==> src/regBank_macros.svh <==
// Register bank widths
`ifndef REGBANK_MACROS_SVH
`define REGBANK_MACROS_SVH

// Datapath

`define REGBANK_XLEN		64		// Register width
`define REGBANK_IMM_WIDTH	33		// Decoded immediate, top bit is sign

// SR layout

`define REGBANK_RB_BIT		29		// Register-bank select bit

// General file

`define REGBANK_GPR_COUNT	32		// R15 doubles as SP

`endif

==> src/regBankPkg.sv <==
// Register bank types and ids
`include "regBank_macros.svh"

package regBankPkg;

	typedef logic [`REGBANK_XLEN-1:0] word_t;	// One register value
	typedef logic [6:0] regId_t;				// Register id from decode

	typedef enum regId_t
	{
		REG_R0 = 7'd0, REG_R1, REG_R2, REG_R3,
		REG_R4, REG_R5, REG_R6, REG_R7,
		REG_R8, REG_R9, REG_R10, REG_R11,
		REG_R12, REG_R13, REG_R14, REG_R15,
		REG_R16, REG_R17, REG_R18, REG_R19,
		REG_R20, REG_R21, REG_R22, REG_R23,
		REG_R24, REG_R25, REG_R26, REG_R27,
		REG_R28, REG_R29, REG_R30, REG_R31,

		REG_PC = 7'd32,		// Live bank
		REG_LR = 7'd33,
		REG_SR = 7'd34,
		REG_VBR = 7'd35,
		REG_GBR = 7'd38,
		REG_TBR = 7'd39,

		REG_SPC = 7'd40,	// Shadow bank
		REG_SLR = 7'd41,
		REG_SSR = 7'd42,
		REG_SSP = 7'd43,
		REG_SGB = 7'd46,
		REG_STB = 7'd47,

		REG_MMCR = 7'd48,
		REG_KRR = 7'd49,

		REG_IMM = 7'd126,	// Decoded immediate
		REG_ZZR = 7'd127	// Constant zero
	} regIdCode_e;

	// True for R0..R31
	function automatic logic isGpr(input regId_t id);
		return id < `REGBANK_GPR_COUNT;
	endfunction

endpackage

==> src/operandSelect.sv <==
// Operand source select
`timescale 1ns/100ps
`include "regBank_macros.svh"

module operandSelect
#(
	parameter bit allowPc = 1'b1				// Off for ports that never see PC
)
(
	input	regBankPkg::regId_t			readId,
	input	regBankPkg::word_t			gprVal,
	input	regBankPkg::word_t			idNextPc,
	input	logic [`REGBANK_IMM_WIDTH-1:0]	idImm,
	output	regBankPkg::word_t			operandVal
);

	import regBankPkg::*;

	localparam int extW = `REGBANK_XLEN - `REGBANK_IMM_WIDTH;

	word_t		immExt;

	assign immExt = {{extW{idImm[`REGBANK_IMM_WIDTH-1]}}, idImm};	// Sign extend

	always_comb
	begin
		if (isGpr(readId))
			operandVal = gprVal;
		else
		begin
			case (readId)
				REG_PC:		operandVal = allowPc ? idNextPc : '0;
				REG_IMM:	operandVal = immExt;
				REG_ZZR:	operandVal = '0;
				default:	operandVal = '0;	// Undefined id reads zero
			endcase
		end
	end

endmodule

==> config.mk <==
export PLATFORM = sky130hd
export DESIGN_NAME = operandSelect
export DESIGN_NICKNAME = d
export VERILOG_FILES = /design/src/regBankPkg.sv /design/src/operandSelect.sv
export VERILOG_INCLUDE_DIRS = /design/src
export SDC_FILE = /design/constraint.sdc
export NUM_CORES = 1
export LEC_CHECK = 0
export BUFFER_PORTS_ARGS = -buffer_cell sky130_fd_sc_hd__buf_2
export CELL_PAD_IN_SITES_DETAIL_PLACEMENT = 0
export CELL_PAD_IN_SITES_GLOBAL_PLACEMENT = 2
export CORE_MARGIN = 2
export CORE_UTILIZATION = 10
export DETAILED_ROUTE_END_ITERATION = 8
export GPL_TIMING_DRIVEN = 0
export PLACE_DENSITY_LB_ADDON = 0.1
export SLEW_MARGIN = 20
export SYNTH_ARGS = -nofsm -noshare
export SYNTH_HDL_FRONTEND = slang
export SYNTH_SLANG_ARGS = --single-unit
==> constraint.sdc <==
create_clock -name vclk -period 1.25
set_clock_uncertainty 0.2 [all_clocks]
set_input_delay 0.125 -clock vclk [all_inputs]
set_output_delay 0.125 -clock vclk [all_outputs]
set_load 0.02 [all_outputs]
==> results of run 1 <==
## layout make-up
cell class / count / share of cell area [%]
Tap cell: 143 / 4.85
Multi-Input combinational cell: 169 / 42.9
Buffer: 22 / 6.89
Timing Repair Buffer: 246 / 45.3
## routing by layer
layer	global-route usage (%)	vias to the layer above
li1	-	1218
met1	14.8	1113
met2	24.8	131
met3	1.91	4
met4	0.741	0
met5	0	-
## final timing paths
| kind | startpoint | end | slack [ns] | cells after the start |
|---|---|---|---|---|
| max | readId[0] | operandVal[52] | -0.38 | 7 |
| min | idImm[19] | operandVal[19] | 0.35 | 3 |
## stage by stage
stage | TNS, ns | std cells | util (%) | hold WS (ns) | setup slack (ns)
floorplan | -11.02 | 192 | - | 0.176 | -0.188
global placement | -49.49 | 567 | 25.9 | 0.389 | -0.851
detailed placement | -53.73 | 567 | 25.9 | 0.386 | -0.928
CTS | -21.71 | 578 | 30.8 | 0.350 | -0.366
global route | -27.23 | 580 | 32.6 | 0.364 | -0.458
finish | -21.93 | 580 | 32.6 | 0.349 | -0.375
## cells by family after synthesis
| logic type | count (synthesis) | share of synthesized area, % |
|---|---|---|
| AND/OR/NAND/NOR | 102 | 47.2 |
| AO/OA/AOI/OAI | 67 | 43.7 |
| buffers and inverters | 23 | 9.13 |
## power breakdown
group / switching, W / leakage [nW] / internal [W]
combinational: 0.000487 / 1.69 / 0.000578
sequential: 0 / 0 / 0
clock: 0 / 0 / 0
total: 0.000487 / 1.69 / 0.000578
## cell usage in the layout, fill, tap and decap left out, types with 2 or more instances in the layout
cell type,Yosys,final
buf_2,12,162
a21oi_4,0,32
and2_1,31,30
buf_4,1,31
nand3_4,0,2
nand3_1,32,12
nand3_2,0,18
nor2_2,0,8
a221o_1,30,30
buf_12,0,4
buf_6,0,51
a21o_4,0,2
clkbuf_2,0,5
clkbuf_4,0,3
nor2_1,33,25
buf_8,0,12
## repair_timing
action,in CTS,in global routing
endpoints found under the hold margin,0,0
pin swaps,9,8
gates resized for setup,155,41
setup endpoints to repair,64,64
buffers inserted,12,3
## worst max-delay path, delay by kind of cell
family                 cells  cell delay [ns]
AO/OA/AOI/OAI              1             0.16
AND/OR/NAND/NOR            2             0.43
buffers and inverters      4             0.58
==> flow_summary.ini, run 1 <==
[routing]
route.met3.wl_um = 634
wl_met1_um = 3190
dr_wl_met2_um = 4450
routed_wl_um = 8340
maxUsedRoutingLayer = met4
drt_pass1_iterations = 4
drt_iter0_drc = 60
drt_drc_violations_left = 0
antenna_left = 0
wl_per_cell_um = 14.4
viasPerCell = 4.25
vias = 2466

[grt]
antenna_found_initial = 0
track_usage_pct = 12.6
grt_overflow_total = 0
grt_pass1_vias = 2559
grt_pass1_wl_um = 13100
grt_max_degree = 11

[timing]
fmax_mhz = 615
setup_ws_ns = -0.375
setup_viol = 64
post-route-min-period_ns = 1.63
slew_violations = 0
hold_viol_final = 0
timing.final.crit_share_pct = 130
maxSlewHeadroom_pct = 82.7
rsz0062_at_grt = yes
worstMarginPinSlew_ns = 0.259

[power_and_ir_drop]
pwr_density_cell_mw_per_mm2 = 289
power_w = 0.00107
leakage_nw = 1.69
peakVddDrop_uv = 99.7

[synthesis]
syn-instance-count = 192
synth_largest_area_cell = a221o_1
synth_most_common_cell = nor2_1
ys_top_cells_by_area = a221o_1 26%, and2_1 17%, a21oi_1 14%, nand3_1 14%, nor2_1 11%
synth.cell_area_mm2 = 0.00115
yosys_warnings = 0
avgSynthCellArea_um2 = 6.00
seq_area_frac_synth_pct = 0
synthTopCellsByCount = 33 x nor2_1, 32 x a21oi_1, 32 x nand3_1
synth_top_area_share_pct = 26.1
synthDistinctLibCells = 17
synth_nets = 360

[finish]
syn_to_final_growth_pct = 220
n_fill_cell = 1247
multi_input_area_mm2 = 0.00158
seq_cells = 0
fin_nets = 607
diodes = 0
seqCellArea_um2 = 0
nClkBuffers = 0
drive_gt1_share_pct = 77.1
finalInstanceArea_mm2 = 0.00369

[worst_setup_path]
worstSetupPathType = input port to output port
crit_chain = buf_8, nor4b_4, buf_6, buf_6, nand3_1, a21oi_4, buf_4
cpPeakStageDelay_ns = 0.30
crit_arrival_ns = 1.30
path_max_fanout = 10
cp-end-kind = output port
cp_common_cell = buf_6
worstPathRequired_ns = 0.93
slowest_stage = nor4b_4
startpoint_type = input port

[floorplan]
core_area_mm2 = 0.0113
io_pins = 232
rows = 39
fp.dieW_um = 111
dieArea_mm2 = 0.0124
dieHeight_um = 111
start_util_pct = 10.2

[place]
postPlaceCellArea_mm2 = 0.00293
io_buffer_count = 232
gp_congestion = 0.760
dp_hpwl_um = 6720

[hold_path]
hold_path.class = input port to output port

[outcome]
violations = setup timing
status = finished with violations

[clock_network]
cts_hold_buffers = 0

[run]
cap_viol_max_count = 0
Power figures use the tool's default switching activity.
==> run 2, diff against run 1 <==
- MAX_ROUTING_LAYER: unset -> met4
==> run 2 against run 1 <==
  * The run still ends with setup timing left
  * Design area did not move
  * Die area did not move
  * Combinational power barely moved
  * Critical path depth did not move
  * Hold slack got worse by 0.0010 ns
  * Largest power group unchanged
  * Sequential share of layout area did not move
  * Maximum frequency barely moved
==> flow_summary.ini, run 2 (synthesis gave the netlist of run 1 again) <==
[timing]
slew_violations = 0
fmax_mhz = 615
hold_viol_final = 0
worstMarginPinSlew_ns = 0.261
rsz0062_at_grt = yes
setup_ws_ns = -0.375
timing.final.crit_share_pct = 130
setup_viol = 64
maxSlewHeadroom_pct = 82.6
post-route-min-period_ns = 1.62

[grt]
grt_pass1_vias = 2564
met2_usage_pct = 24.8
met1_usage_pct = 15.1
gr-usage-met3_pct = 1.48
busiest_layer = met2
grt_max_degree = 11
grt_overflow_total = 0
antenna_found_initial = 0
grt_pass1_wl_um = 13100
track_usage_pct = 12.9

[finish]
drive_gt1_share_pct = 77.1
syn_to_final_growth_pct = 220
final_common_cell = buf_2
fin_nets = 607
layout_common_cells = 162 x buf_2, 51 x buf_6, 32 x a21oi_4, 31 x buf_4
diodes = 0
nClkBuffers = 0
seq_cells = 0
finalInstanceArea_mm2 = 0.00369
n_fill_cell = 1247
seqCellArea_um2 = 0

[place]
place_ws_ns = -0.928
gp_congestion = 0.770
dp_hpwl_um = 6720
postPlaceCellArea_mm2 = 0.00293
io_buffer_count = 232

[power_and_ir_drop]
leakage_nw = 1.69
power_w = 0.00107
pwr_density_cell_mw_per_mm2 = 289
peakVddDrop_uv = 99.8

[routing]
antenna_left = 0
wl_per_cell_um = 14.4
drt_pass1_iterations = 4
drt_drc_violations_left = 0
routed_wl_um = 8360
drt_iter0_drc = 78
vias = 2463
viasPerCell = 4.25

[worst_setup_path]
worstPathRequired_ns = 0.93
path_max_fanout = 10
cp-end-kind = output port
startpoint_type = input port
cp-startpoint = readId[0]
worstSetupPathType = input port to output port
crit_arrival_ns = 1.30

[run]
cap_viol_max_count = 0

[floorplan]
io_pins = 232
rows = 39
core_area_mm2 = 0.0113
dieArea_mm2 = 0.0124
start_util_pct = 10.2
dieHeight_um = 111
fp.dieW_um = 111

[outcome]
status = finished with violations
violations = setup timing

[hold_path]
hold_path.class = input port to output port
min_to = operandVal[19]
hold_start = idImm[19]
min_path_cells = 3

[clock_network]
cts_hold_buffers = 0
-- run 2: cell type report --
class,count,area (um^2),share of cell area (%)
Timing Repair Buffer,246,1670,45.3
Multi-Input combinational cell,169,1580,42.9
Tap cell,143,179,4.85
Buffer,22,254,6.89
-- run 2: where the power goes --
part	internal (W)	leakage, nW	switching (W)
logic	0.000578	1.69	0.000488
registers	0	0	0
clock network	0	0	0
-- run 2: timing repair --
item | CTS | global route
pin swaps | 9 | 8
setup endpoints to repair | 64 | 64
gates resized for setup | 155 | 41
setup buffers | 12 | 3
-- run 2: worst max-delay path: stages --
cell	delay [ns]
buf_8	0.10
nor4b_4	0.30
buf_6	0.18
buf_6	0.15
nand3_1	0.13
a21oi_4	0.16
buf_4	0.15
-- run 2: routing by layer --
layer / routed length (um) / share of wire [%] / vias up
li1: - / - / 1218
met1: 3240 / 39 / 1110
met2: 4460 / 53 / 131
met3: 599 / 7.2 / 4
met4: 60 / 0.72 / 0
met5: 0 / 0 / -
-- run 2: metrics by stage --
stage	hold slack [ns]	setup TNS (ns)	utilization, %	cells
2_1_floorplan	0.176	-11.02	-	192
3_3_place_gp	0.389	-49.49	25.9	567
3_5_place_dp	0.386	-53.73	25.9	567
4_1_cts	0.350	-21.71	30.8	578
5_1_grt	0.364	-27.24	32.6	580
6_report	0.348	-21.94	32.6	580
-- run 2: worst max-delay path by stage --
stage	to	slack (ns)	depth (start not counted)
floorplan	operandVal[34]	-0.19	4
global placement	operandVal[45]	-0.85	6
detailed placement	operandVal[37]	-0.93	6
CTS	operandVal[37]	-0.37	7
global route	operandVal[30]	-0.46	7
finish	operandVal[52]	-0.37	7
